$ cat src/accel_pkg.sv
`default_nettype none

package accel_pkg;

   // link field widths
   localparam int addr_width   = 16;
   localparam int data_width   = 32;
   localparam int mask_width   = data_width / 8;
   localparam int x_cord_width = 4;
   localparam int y_cord_width = 4;

   // remote op field, store is the only op this tile sends
   localparam int op_width = 2;
   localparam logic [op_width-1:0]   op_store = 2'b01;
   localparam logic [mask_width-1:0] mask_all = '1;

   // receive fifo sizing
   localparam int rx_fifo_els  = 4;
   localparam int rx_ptr_width = $clog2(rx_fifo_els);
   localparam int rx_cnt_width = $clog2(rx_fifo_els + 1);
   localparam logic [rx_cnt_width-1:0] rx_cnt_full = rx_cnt_width'(rx_fifo_els);

   // outbound credits, counter must hold 0 up to the full count
   localparam int max_out_credits = 4;
   localparam int credit_width    = $clog2(max_out_credits + 1);
   localparam logic [credit_width-1:0] credit_full = credit_width'(max_out_credits);

   // inbound remote store as seen by the tile
   typedef struct packed {
      logic [addr_width-1:0] addr;
      logic [data_width-1:0] data;
      logic [mask_width-1:0] mask;
   } rx_req_s;

   // data word written to address 0, low bits carry the outgoing address
   typedef struct packed {
      logic [data_width-addr_width-1:0] rsvd;
      logic [addr_width-1:0]            addr;
   } cfg_addr_view_s;

   // data word written to address 1, low bits carry y then x
   typedef struct packed {
      logic [data_width-y_cord_width-x_cord_width-1:0] rsvd;
      logic [y_cord_width-1:0]                         y_cord;
      logic [x_cord_width-1:0]                         x_cord;
   } cfg_dest_view_s;

   // one config word, decoded by which address it was written to
   typedef union packed {
      cfg_addr_view_s out_addr;
      cfg_dest_view_s dest;
   } cfg_word_u;

   typedef struct packed {
      logic [addr_width-1:0]   addr;
      logic [y_cord_width-1:0] y_cord;
      logic [x_cord_width-1:0] x_cord;
      logic [y_cord_width-1:0] src_y_cord;
      logic [x_cord_width-1:0] src_x_cord;
      logic [op_width-1:0]     op;
      logic [mask_width-1:0]   mask;
      logic [data_width-1:0]   data;
   } tx_pkt_s;

   // buffer stage to outbound stage
   typedef struct packed {
      tx_pkt_s pkt;
   } fwd_req_s;

   // low two address bits select the function
   typedef enum logic [1:0] {
      sel_addr = 2'd0,
      sel_dest = 2'd1,
      sel_fwd  = 2'd2,
      sel_none = 2'd3
   } sel_e;

endpackage

`default_nettype wire

$ cat src/accel_rx_fifo.sv
`timescale 1ns/1ns
`default_nettype none

module accel_rx_fifo
   import accel_pkg::*;
(
   input  logic    clk_i,
   input  logic    rst_n_i,
   // link side
   input  logic    rx_v_i,
   input  rx_req_s rx_req_i,
   output logic    rx_ready_o,
   // decoder side
   output logic    head_v_o,
   output rx_req_s head_o,
   input  logic    head_yumi_i
);

   rx_req_s                 mem [rx_fifo_els];
   logic [rx_ptr_width-1:0] wr_ptr_r;
   logic [rx_ptr_width-1:0] rd_ptr_r;
   logic [rx_cnt_width-1:0] count_r;
   logic                    push;
   logic                    pop;

   // a pop frees a slot in the same cycle, so a full fifo can still take one
   assign rx_ready_o = (count_r != rx_cnt_full) | head_yumi_i;
   assign push       = rx_v_i & rx_ready_o;
   assign pop        = head_yumi_i;

   // oldest entry sits at the read pointer
   assign head_v_o = (count_r != '0);
   assign head_o   = mem[rd_ptr_r];

   // storage only, occupancy lives in the count
   always_ff @(posedge clk_i)
   begin
      if (push)
      begin
         mem[wr_ptr_r] <= rx_req_i;
      end
   end

   // pointers wrap naturally, depth is a power of two
   always_ff @(posedge clk_i or negedge rst_n_i)
   begin
      if (!rst_n_i)
      begin
         wr_ptr_r <= '0;
         rd_ptr_r <= '0;
         count_r  <= '0;
      end
      else
      begin
         if (push)
         begin
            wr_ptr_r <= wr_ptr_r + 1'b1;
         end
         if (pop)
         begin
            rd_ptr_r <= rd_ptr_r + 1'b1;
         end
         // push and pop together leave the count alone
         case ({push, pop})
            2'b10:   count_r <= count_r + 1'b1;
            2'b01:   count_r <= count_r - 1'b1;
            default: count_r <= count_r;
         endcase
      end
   end

   // decoder must never pop an empty fifo
   a_no_pop_empty: assert property (@(posedge clk_i) disable iff (!rst_n_i)
      head_yumi_i |-> head_v_o);

   // occupancy stays within the depth
   a_count_bound: assert property (@(posedge clk_i) disable iff (!rst_n_i)
      count_r <= rx_cnt_full);

endmodule

`default_nettype wire

$ cat src/accel_cfg_fwd.sv
`timescale 1ns/1ns
`default_nettype none

module accel_cfg_fwd
   import accel_pkg::*;
(
   input  logic                    clk_i,
   input  logic                    rst_n_i,
   // head of the receive fifo
   input  logic                    head_v_i,
   input  rx_req_s                 head_i,
   output logic                    head_yumi_o,
   // forward path to the outbound stage
   output logic                    fwd_v_o,
   output fwd_req_s                fwd_o,
   input  logic                    fwd_ready_i,
   // tile coordinates, used as the packet source
   input  logic [x_cord_width-1:0] my_x_i,
   input  logic [y_cord_width-1:0] my_y_i
);

   sel_e                    sel;
   cfg_word_u               cfg_w;
   logic [addr_width-1:0]   out_addr_r;
   logic [y_cord_width-1:0] dest_y_r;
   logic [x_cord_width-1:0] dest_x_r;

   // only the low two address bits matter
   assign sel   = sel_e'(head_i.addr[1:0]);
   assign cfg_w = head_i.data;

   // forward only address 2 heads
   assign fwd_v_o = head_v_i & (sel == sel_fwd);

   // config and ignored heads pop at once
   // address 2 waits for the outbound handshake so no data is dropped
   assign head_yumi_o = head_v_i & ((sel != sel_fwd) | fwd_ready_i);

   // configuration registers
   always_ff @(posedge clk_i or negedge rst_n_i)
   begin
      if (!rst_n_i)
      begin
         out_addr_r <= '0;
         dest_y_r   <= '0;
         dest_x_r   <= '0;
      end
      else if (head_v_i)
      begin
         case (sel)
            // address view of the word
            sel_addr:
            begin
               out_addr_r <= cfg_w.out_addr.addr;
            end
            // y/x view of the same word
            sel_dest:
            begin
               dest_y_r <= cfg_w.dest.y_cord;
               dest_x_r <= cfg_w.dest.x_cord;
            end
            // forward and ignored heads leave config alone
            default:
            begin
               out_addr_r <= out_addr_r;
            end
         endcase
      end
   end

   // outgoing packet from config state, fixed fields and head data
   always_comb
   begin
      fwd_o.pkt.addr       = out_addr_r;
      fwd_o.pkt.y_cord     = dest_y_r;
      fwd_o.pkt.x_cord     = dest_x_r;
      fwd_o.pkt.src_y_cord = my_y_i;
      fwd_o.pkt.src_x_cord = my_x_i;
      fwd_o.pkt.op         = op_store;
      fwd_o.pkt.mask       = mask_all;
      fwd_o.pkt.data       = head_i.data;
   end

   // an address 2 head only leaves the fifo together with a forward transfer
   a_fwd_pop: assert property (@(posedge clk_i) disable iff (!rst_n_i)
      (head_yumi_o && sel == sel_fwd) |-> (fwd_v_o && fwd_ready_i));

   // a stalled forward keeps its request, the fifo head must not move
   a_fwd_hold: assert property (@(posedge clk_i) disable iff (!rst_n_i)
      (fwd_v_o && !fwd_ready_i) |=> (fwd_v_o && $stable(fwd_o)));

endmodule

`default_nettype wire

$ cat src/accel_tx_credit.sv
`timescale 1ns/1ns
`default_nettype none

module accel_tx_credit
   import accel_pkg::*;
(
   input  logic     clk_i,
   input  logic     rst_n_i,
   // forward path from the decoder
   input  logic     fwd_v_i,
   input  fwd_req_s fwd_i,
   output logic     fwd_ready_o,
   // link side
   output logic     tx_v_o,
   output tx_pkt_s  tx_pkt_o,
   input  logic     tx_ready_i,
   input  logic     credit_return_i
);

   logic                    slot_v_r;
   tx_pkt_s                 pkt_r;
   logic [credit_width-1:0] credit_r;
   logic                    send;
   logic                    accept;

   // packet leaves the slot on the link handshake
   assign send = slot_v_r & tx_ready_i;

   // need a credit, and the slot must be empty or draining this cycle
   assign fwd_ready_o = (credit_r != '0) & (~slot_v_r | tx_ready_i);
   assign accept      = fwd_v_i & fwd_ready_o;

   assign tx_v_o   = slot_v_r;
   assign tx_pkt_o = pkt_r;

   // payload, only loaded on accept
   always_ff @(posedge clk_i)
   begin
      if (accept)
      begin
         pkt_r <= fwd_i.pkt;
      end
   end

   always_ff @(posedge clk_i or negedge rst_n_i)
   begin
      if (!rst_n_i)
      begin
         slot_v_r <= 1'b0;
         credit_r <= credit_full;
      end
      else
      begin
         // refill wins over drain when both happen
         if (accept)
         begin
            slot_v_r <= 1'b1;
         end
         else if (send)
         begin
            slot_v_r <= 1'b0;
         end
         // a credit is spent when the forward is taken, not when it is sent
         case ({accept, credit_return_i})
            2'b10:   credit_r <= credit_r - 1'b1;
            2'b01:   credit_r <= credit_r + 1'b1;
            default: credit_r <= credit_r;
         endcase
      end
   end

   // link sees a steady packet while it stalls us
   a_tx_stable: assert property (@(posedge clk_i) disable iff (!rst_n_i)
      (tx_v_o && !tx_ready_i) |=> (tx_v_o && $stable(tx_pkt_o)));

   a_credit_bound: assert property (@(posedge clk_i) disable iff (!rst_n_i)
      credit_r <= credit_full);

   // the network cannot return a credit that was never spent
   a_no_extra_return: assert property (@(posedge clk_i) disable iff (!rst_n_i)
      credit_return_i |-> (credit_r != credit_full));

endmodule

`default_nettype wire

$ cat src/accel_tile.sv
`timescale 1ns/1ns
`default_nettype none

module accel_tile
   import accel_pkg::*;
(
   input  logic                    clk_i,
   input  logic                    rst_n_i,
   // inbound link
   input  logic                    rx_v_i,
   input  rx_req_s                 rx_req_i,
   output logic                    rx_ready_o,
   // outbound link
   output logic                    tx_v_o,
   output tx_pkt_s                 tx_pkt_o,
   input  logic                    tx_ready_i,
   input  logic                    credit_return_i,
   // tile position in the mesh
   input  logic [x_cord_width-1:0] my_x_i,
   input  logic [y_cord_width-1:0] my_y_i
);

   // fifo head to decoder
   logic     head_v;
   rx_req_s  head;
   logic     head_yumi;
   // decoder to outbound stage
   logic     fwd_v;
   fwd_req_s fwd;
   logic     fwd_ready;

   // producer, buffers requests from the link
   accel_rx_fifo i_accel_rx_fifo (
      .clk_i       (clk_i),
      .rst_n_i     (rst_n_i),
      .rx_v_i      (rx_v_i),
      .rx_req_i    (rx_req_i),
      .rx_ready_o  (rx_ready_o),
      .head_v_o    (head_v),
      .head_o      (head),
      .head_yumi_i (head_yumi)
   );

   // buffer, config registers and forward generation
   accel_cfg_fwd i_accel_cfg_fwd (
      .clk_i       (clk_i),
      .rst_n_i     (rst_n_i),
      .head_v_i    (head_v),
      .head_i      (head),
      .head_yumi_o (head_yumi),
      .fwd_v_o     (fwd_v),
      .fwd_o       (fwd),
      .fwd_ready_i (fwd_ready),
      .my_x_i      (my_x_i),
      .my_y_i      (my_y_i)
   );

   // consumer, one packet slot plus credit counter
   accel_tx_credit i_accel_tx_credit (
      .clk_i           (clk_i),
      .rst_n_i         (rst_n_i),
      .fwd_v_i         (fwd_v),
      .fwd_i           (fwd),
      .fwd_ready_o     (fwd_ready),
      .tx_v_o          (tx_v_o),
      .tx_pkt_o        (tx_pkt_o),
      .tx_ready_i      (tx_ready_i),
      .credit_return_i (credit_return_i)
   );

endmodule

`default_nettype wire

$ cat config.mk
export PLATFORM = sky130hd
export DESIGN_NAME = accel_tile
export DESIGN_NICKNAME = d
export VERILOG_FILES = /design/src/accel_pkg.sv /design/src/accel_rx_fifo.sv /design/src/accel_cfg_fwd.sv /design/src/accel_tx_credit.sv /design/src/accel_tile.sv
export SDC_FILE = /design/constraint.sdc
export NUM_CORES = 1
export LEC_CHECK = 0
export ABC_AREA = 1
export BUFFER_PORTS_ARGS = -buffer_cell sky130_fd_sc_hd__buf_2
export CAP_MARGIN = 10
export CORE_MARGIN = 1
export CORE_UTILIZATION = 60
export CTS_CLUSTER_SIZE = 30
export DETAILED_ROUTE_END_ITERATION = 8
export PLACE_DENSITY = 0.93
export SLEW_MARGIN = 10
export SYNTH_ARGS = -nofsm -noshare
export SYNTH_HDL_FRONTEND = slang
export SYNTH_HIERARCHICAL = 1
export SYNTH_SLANG_ARGS = --single-unit
export TNS_END_PERCENT = 10
$ cat constraint.sdc
create_clock -name clk_i -period 22 [get_ports clk_i]
set_input_delay 1.1 -clock clk_i [delete_from_list [all_inputs] [get_ports clk_i]]
set_output_delay 1.1 -clock clk_i [all_outputs]
set_load 0.03 [all_outputs]
==> impl_metrics.env, run 1 <==
export IMPL_outcome="completed"
export IMPL_finalSetupViolCount=0
export IMPL_design_area_um2=10400
export IMPL_fin_crit_ps=4650
export IMPL_finalSetupTns_ps=0
export IMPL_crit_path_start_kind="flip-flop"
export IMPL_n_fill_cell=975
export IMPL_initial_utilization_pct=61.1
export IMPL_wire_per_inst_um=17.8
export IMPL_ctsRootBufferMaster="clkbuf_16"
export IMPL_crit_buf_inv=5
export IMPL_worst_path_dominant_cell_family="buffers and inverters"
export IMPL_sequential_cell_area_um2=7060
export IMPL_cp_startpoint="i_accel_rx_fifo/rd_ptr_r[0]$_DFFE_PN0P_"
export IMPL_total_power_w=0.00168
export IMPL_cts_buffer_depth=3
export IMPL_hp_class="flip-flop to flip-flop"
export IMPL_placed_cells=890
export IMPL_rsz0062_at_grt="no"
export IMPL_die_w_um=126
export IMPL_num_vias=5203
export IMPL_drt_initial_drc_count=502
export IMPL_ys_warn_count=6
export IMPL_io_pins=137
export IMPL_r2r_slack_ps=17480
export IMPL_crit_type="flip-flop to primary output"
export IMPL_nets=800
export IMPL_reg2reg_depth=11
export IMPL_cp_end_kind="primary output"
export IMPL_hold_start="i_accel_cfg_fwd/out_addr_r[8]$_DFFE_PN0P_"
export IMPL_grt_overflow_total=0
export IMPL_fmax_ghz=0.215
export IMPL_syn_area_um2=9260
export IMPL_row_count=45
export IMPL_critPathMostFrequentCell="inv_1"
export IMPL_r2r_end="i_accel_rx_fifo/mem[3][26]$_DFFE_PP_"
export IMPL_vias_per_cell=5.58
export IMPL_cp_arrival_ps=3550
export IMPL_die_area_um2=15900
export IMPL_drc=0
export IMPL_critical_path_endpoint="rx_ready_o"
export IMPL_power_density_nw_per_um2=162
export IMPL_clk_pin_slew_ps=60
export IMPL_stdcell_count=933
export IMPL_p_leak_nw=4.01
export IMPL_crit_fanout=71
export IMPL_reg2reg_from="i_accel_rx_fifo/rd_ptr_r[0]$_DFFE_PN0P_"
export IMPL_max_stage_delay_ps=790
export IMPL_cts_inserted_buffers=24
export IMPL_tritoncts="done"
export IMPL_port_buffers=118
export IMPL_mostFrequentLayoutCell="edfxtp_1"
export IMPL_maxSlewViolCount=0
export IMPL_gp_congestion=0.718
export IMPL_period_share_pct=21.1
export IMPL_path_cells="buf_4 > inv_6 > o21ai_1 > o22ai_1 > nand3b_1 > nand2_1 > inv_1 > inv_1 > nand3_1 > buf_2"
export IMPL_antenna_found_initial=2
export IMPL_maxCapViolCount=0
export IMPL_first_pass_iters=5
export IMPL_routed_wl_um=16600
export IMPL_worstSetupPathDepth=10
export IMPL_worst_pin_slew_ps=1160
export IMPL_hold_viol_final=0
export IMPL_grt_max_degree=72
export IMPL_fin_util_pct=68.8
export IMPL_grtUsageTotal_pct=20.9
export IMPL_peakVddDrop_mv=0.0807
export IMPL_place_area_um2=9590
export IMPL_avgSynthCellArea_um2=14.1
export IMPL_clock_latency_ps=500
export IMPL_slew_headroom_pct=22.7
export IMPL_core_area_um2=15100
export IMPL_die_h_um=126
export IMPL_clock_sinks=241
export IMPL_slowest_stage="o22ai_1"
export IMPL_postCtsSetupBuffers=0
export IMPL_required_ps=20900
export IMPL_postSynthCellCount=657
export IMPL_h_tree_depth=1
export IMPL_grt_pass1_wl_um=25600
export IMPL_grt_pass1_vias=5062
export IMPL_multiInputGateArea_um2=1570
export IMPL_area_delta_synth_final_pct=12.6
export IMPL_dp_hpwl_um=9550
export IMPL_layout_common_cells="edfxtp_1 (206), buf_2 (118), nand2_1 (77)"
export IMPL_ant_nets=0
export IMPL_post_cts_resize_count=0
export IMPL_finClkSkew_ps=6.39
export IMPL_drive_gt1_share_pct=23.0
export IMPL_cts_hold_fix_buffers=0
## power breakdown
part | total (W) | leakage [nW] | switching (W) | internal [W]
clock network | 0.000423 | 0.406 | 0.000155 | 0.000268
registers | 0.000718 | 2.33 | 0.0000439 | 0.000674
logic | 0.000544 | 1.28 | 0.000408 | 0.000136
total | 0.00168 | 4.01 | 0.000607 | 0.00108
## flip-flops by register name (all words and copies together), names as in the netlist
name                        flops
i_accel_cfg_fwd/dest_y_r        4
i_accel_rx_fifo/count_r         3
i_accel_tx_credit/tx_pkt_o     70
i_accel_tx_credit/tx_v_o        1
i_accel_rx_fifo/mem           136
i_accel_rx_fifo/wr_ptr_r        2
i_accel_tx_credit/credit_r      3
i_accel_rx_fifo/rd_ptr_r        2
i_accel_cfg_fwd/out_addr_r     16
i_accel_cfg_fwd/dest_x_r        4
## stage by stage
step	hold slack, ps	setup WS, ps
floorplan	425	14990
global route	461	17100
global placement	429	17750
CTS	448	17370
detailed placement	432	17630
finish	449	17350
## how the worst min path moves through the flow
stage | to | slack [ps] | cells past startpoint
2_1_floorplan | i_accel_tx_credit/tx_pkt_o[46]$_DFFE_PP_ | 430 | 0
3_3_place_gp | i_accel_tx_credit/tx_pkt_o[52]$_DFFE_PP_ | 430 | 0
3_5_place_dp | i_accel_tx_credit/tx_pkt_o[62]$_DFFE_PP_ | 430 | 0
5_1_grt | i_accel_tx_credit/tx_pkt_o[59]$_DFFE_PP_ | 460 | 0
4_1_cts | i_accel_tx_credit/tx_pkt_o[62]$_DFFE_PP_ | 450 | 0
6_report | i_accel_tx_credit/tx_pkt_o[62]$_DFFE_PP_ | 450 | 0
## routing by layer
layer	wire (um)	GRT usage, %
met4	313	6.52
met5	17	0
met2	8520	37.2
met3	1190	4.63
met1	6600	25.7
## area by class of cell
| type | instances | area share [%] |
|---|---|---|
| Antenna cell | 1 | 0.0240 |
| Clock buffer | 30 | 6.28 |
| Clock inverter | 12 | 1.72 |
| Inverter | 25 | 0.948 |
| Multi-Input combinational cell | 313 | 15.0 |
| Sequential cell | 241 | 67.7 |
| Tap cell | 188 | 2.26 |
| Timing Repair Buffer | 123 | 6.02 |
## worst reg2reg max path, delay by kind of cell (launching register included)
kind	cells	cell delay, ps
simple gates	5	1710
compound gates	2	920
flops	1	400
buf+inv	4	1070
No activity file was read; power rests on OpenSTA's default activity.
==> run 2, diff against run 1 <==
--- a/config.mk
+++ b/config.mk
@@ -9,10 +9,10 @@
 export BUFFER_PORTS_ARGS = -buffer_cell sky130_fd_sc_hd__buf_2
 export CAP_MARGIN = 10
 export CORE_MARGIN = 1
-export CORE_UTILIZATION = 60
+export CORE_UTILIZATION = 53
 export CTS_CLUSTER_SIZE = 30
 export DETAILED_ROUTE_END_ITERATION = 8
-export PLACE_DENSITY = 0.93
+export PLACE_DENSITY = 0.87
 export SLEW_MARGIN = 10
 export SYNTH_ARGS = -nofsm -noshare
 export SYNTH_HDL_FRONTEND = slang
==> constraint.sdc (replaced) <==
create_clock -name clk_i -period 4 [get_ports clk_i]
set_input_delay 0.2 -clock clk_i [delete_from_list [all_inputs] [get_ports clk_i]]
set_output_delay 0.2 -clock clk_i [all_outputs]
set_load 0.03 [all_outputs]
==> run 2 against run 1 <==
Compared with the run above:
- combinational power rose to 5.7 times the previous value
- clock skew increased by 4.7 ps
- sequential share of layout area decreased by 3.4 points
- hold slack lost 380 ps
- sequential cell count is the same
- power grew to 5.6 times the previous value
- register-to-register slack worse by 17000 ps
- utilization is 3.6 points lower
- global-route usage decreased by 0.73 points
- critical path depth rose by 1
- design area is 5.2% higher
==> impl_metrics.env, run 2 (synthesis gave the netlist of run 1 again) <==
export IMPL_outcome="completed"
export IMPL_maxCapViolCount=0
export IMPL_wire_per_inst_um=17.7
export IMPL_fin_crit_ps=3270
export IMPL_setup_ws_ps=730
export IMPL_grt_overflow_total=0
export IMPL_holdWs_ps=66.2
export IMPL_fmax_ghz=0.306
export IMPL_mostFrequentLayoutCell="edfxtp_1"
export IMPL_worst_pin_slew_ps=799
export IMPL_grt_max_degree=65
export IMPL_slowest_stage="dfrtp_1"
export IMPL_cts_inserted_buffers=24
export IMPL_finClkSkew_ps=11.1
export IMPL_grt_pass1_wl_um=27800
export IMPL_peakVddDrop_mv=0.536
export IMPL_ctsRootBufferMaster="clkbuf_16"
export IMPL_clock_sinks=241
export IMPL_initial_utilization_pct=55.1
export IMPL_routed_wl_um=18000
export IMPL_design_area_um2=11000
export IMPL_vias_per_cell=5.37
export IMPL_slew_headroom_pct=46.7
export IMPL_row_count=47
export IMPL_first_pass_iters=7
export IMPL_clk_pin_slew_ps=60
export IMPL_tritoncts="done"
export IMPL_dp_hpwl_um=10400
export IMPL_ant_nets=0
export IMPL_clock_latency_ps=500
export IMPL_cts_buffer_depth=3
export IMPL_required_ps=4140
export IMPL_grtUsageTotal_pct=20.2
export IMPL_crit_type="flip-flop to flip-flop"
export IMPL_crit_path_start_kind="flip-flop"
export IMPL_multiInputGateArea_um2=1570
export IMPL_cp_end_kind="flip-flop"
export IMPL_port_buffers=118
export IMPL_diodes=0
export IMPL_io_pins=137
export IMPL_hp_class="input pin to flip-flop"
export IMPL_die_area_um2=18000
export IMPL_power_density_nw_per_um2=853
export IMPL_antenna_found_initial=0
export IMPL_drc=0
export IMPL_path_cells="buf_4 > o21ai_0 > o22ai_1 > nand3b_1 > nand2_1 > inv_1 > inv_1 > nand3_1 > nand2_1 > nor2_4 > buf_4"
export IMPL_regMostFlops="i_accel_rx_fifo/mem"
export IMPL_die_h_um=134
export IMPL_drt_initial_drc_count=640
export IMPL_h_tree_depth=1
export IMPL_n_fill_cell=1155
export IMPL_post_cts_resize_count=0
export IMPL_gp_congestion=0.795
export IMPL_finalSetupViolCount=0
export IMPL_max_stage_delay_ps=680
export IMPL_area_delta_synth_final_pct=18.5
export IMPL_cp_arrival_ps=3410
export IMPL_place_area_um2=9730
export IMPL_nets=853
export IMPL_period_share_pct=81.7
export IMPL_rsz0062_at_grt="no"
export IMPL_finalSetupTns_ps=0
export IMPL_largest_reg_flops=136
export IMPL_hold_viol_final=0
export IMPL_crit_fanout=34
export IMPL_p_leak_nw=4.24
export IMPL_grt_pass1_vias=5360
export IMPL_drive_gt1_share_pct=23.1
export IMPL_postCtsSetupBuffers=0
export IMPL_dpl_worst_slack_ps=799
export IMPL_die_w_um=134
export IMPL_layout_common_cells="edfxtp_1 (206), buf_2 (118), nand2_1 (77)"
export IMPL_num_vias=5469
export IMPL_sequential_cell_area_um2=7060
export IMPL_core_area_um2=16800
export IMPL_maxSlewViolCount=0
==> run 2: critical path: cells and delay by family, from the launching register on <==
| family | cells | cell delay [ps] |
|---|---|---|
| AO/OA/AOI/OAI | 2 | 380 |
| buffers and inverters | 4 | 980 |
| flip-flops | 1 | 680 |
| AND/OR/NAND/NOR | 5 | 810 |
==> run 2: power by group <==
part	internal, W	leakage [nW]	switching [W]
combinational	0.000860	1.51	0.00226
clock	0.00135	0.400	0.000876
sequential	0.00370	2.33	0.000321
total	0.00591	4.24	0.00345
==> run 2: routing by layer <==
layer	GRT usage (%)	share of wire, %
met3	3.14	7.2
met1	26.3	40
met2	34.7	51
met5	0	0
met4	7.37	2.4
==> run 2: repair_timing <==
action	4_1_cts	5_1_grt
hold buffers	44	0
endpoints found under the setup margin	0	0
endpoints found under the hold margin	180	0
==> run 2: stage by stage <==
step	cells	power [W]	util, %
2_1_floorplan	661	0.00658	-
3_3_place_gp	931	0.00697	57.9
3_5_place_dp	931	0.00711	57.9
4_1_cts	1018	0.00939	65.2
5_1_grt	1018	0.00982	65.2
6_report	1018	0.00936	65.2
==> run 2: cell type report <==
type / count / share of cell area, %
Clock buffer: 33 / 6.43
Clock inverter: 10 / 0.878
Inverter: 25 / 0.901
Multi-Input combinational cell: 313 / 14.3
Sequential cell: 241 / 64.4
Tap cell: 220 / 2.51
Timing Repair Buffer: 176 / 10.6
==> run 2: worst paths after layout <==
path	startpoint	endpoint	slack, ps	cells past startpoint
min	tx_ready_i	i_accel_tx_credit/tx_v_o$_DFFE_PN0P_	70	3
max	i_accel_rx_fifo/rd_ptr_r[1]$_DFFE_PN0P_	i_accel_rx_fifo/mem[0][26]$_DFFE_PP_	730	11
min reg2reg	i_accel_cfg_fwd/out_addr_r[6]$_DFFE_PN0P_	i_accel_tx_credit/tx_pkt_o[60]$_DFFE_PP_	450	0
max in group asynchronous	rst_n_i	i_accel_rx_fifo/rd_ptr_r[0]$_DFFE_PN0P_	3110	2
min in group asynchronous	rst_n_i	i_accel_cfg_fwd/dest_x_r[0]$_DFFE_PN0P_	340	2
max reg2reg	i_accel_rx_fifo/rd_ptr_r[1]$_DFFE_PN0P_	i_accel_rx_fifo/mem[0][26]$_DFFE_PP_	730	11
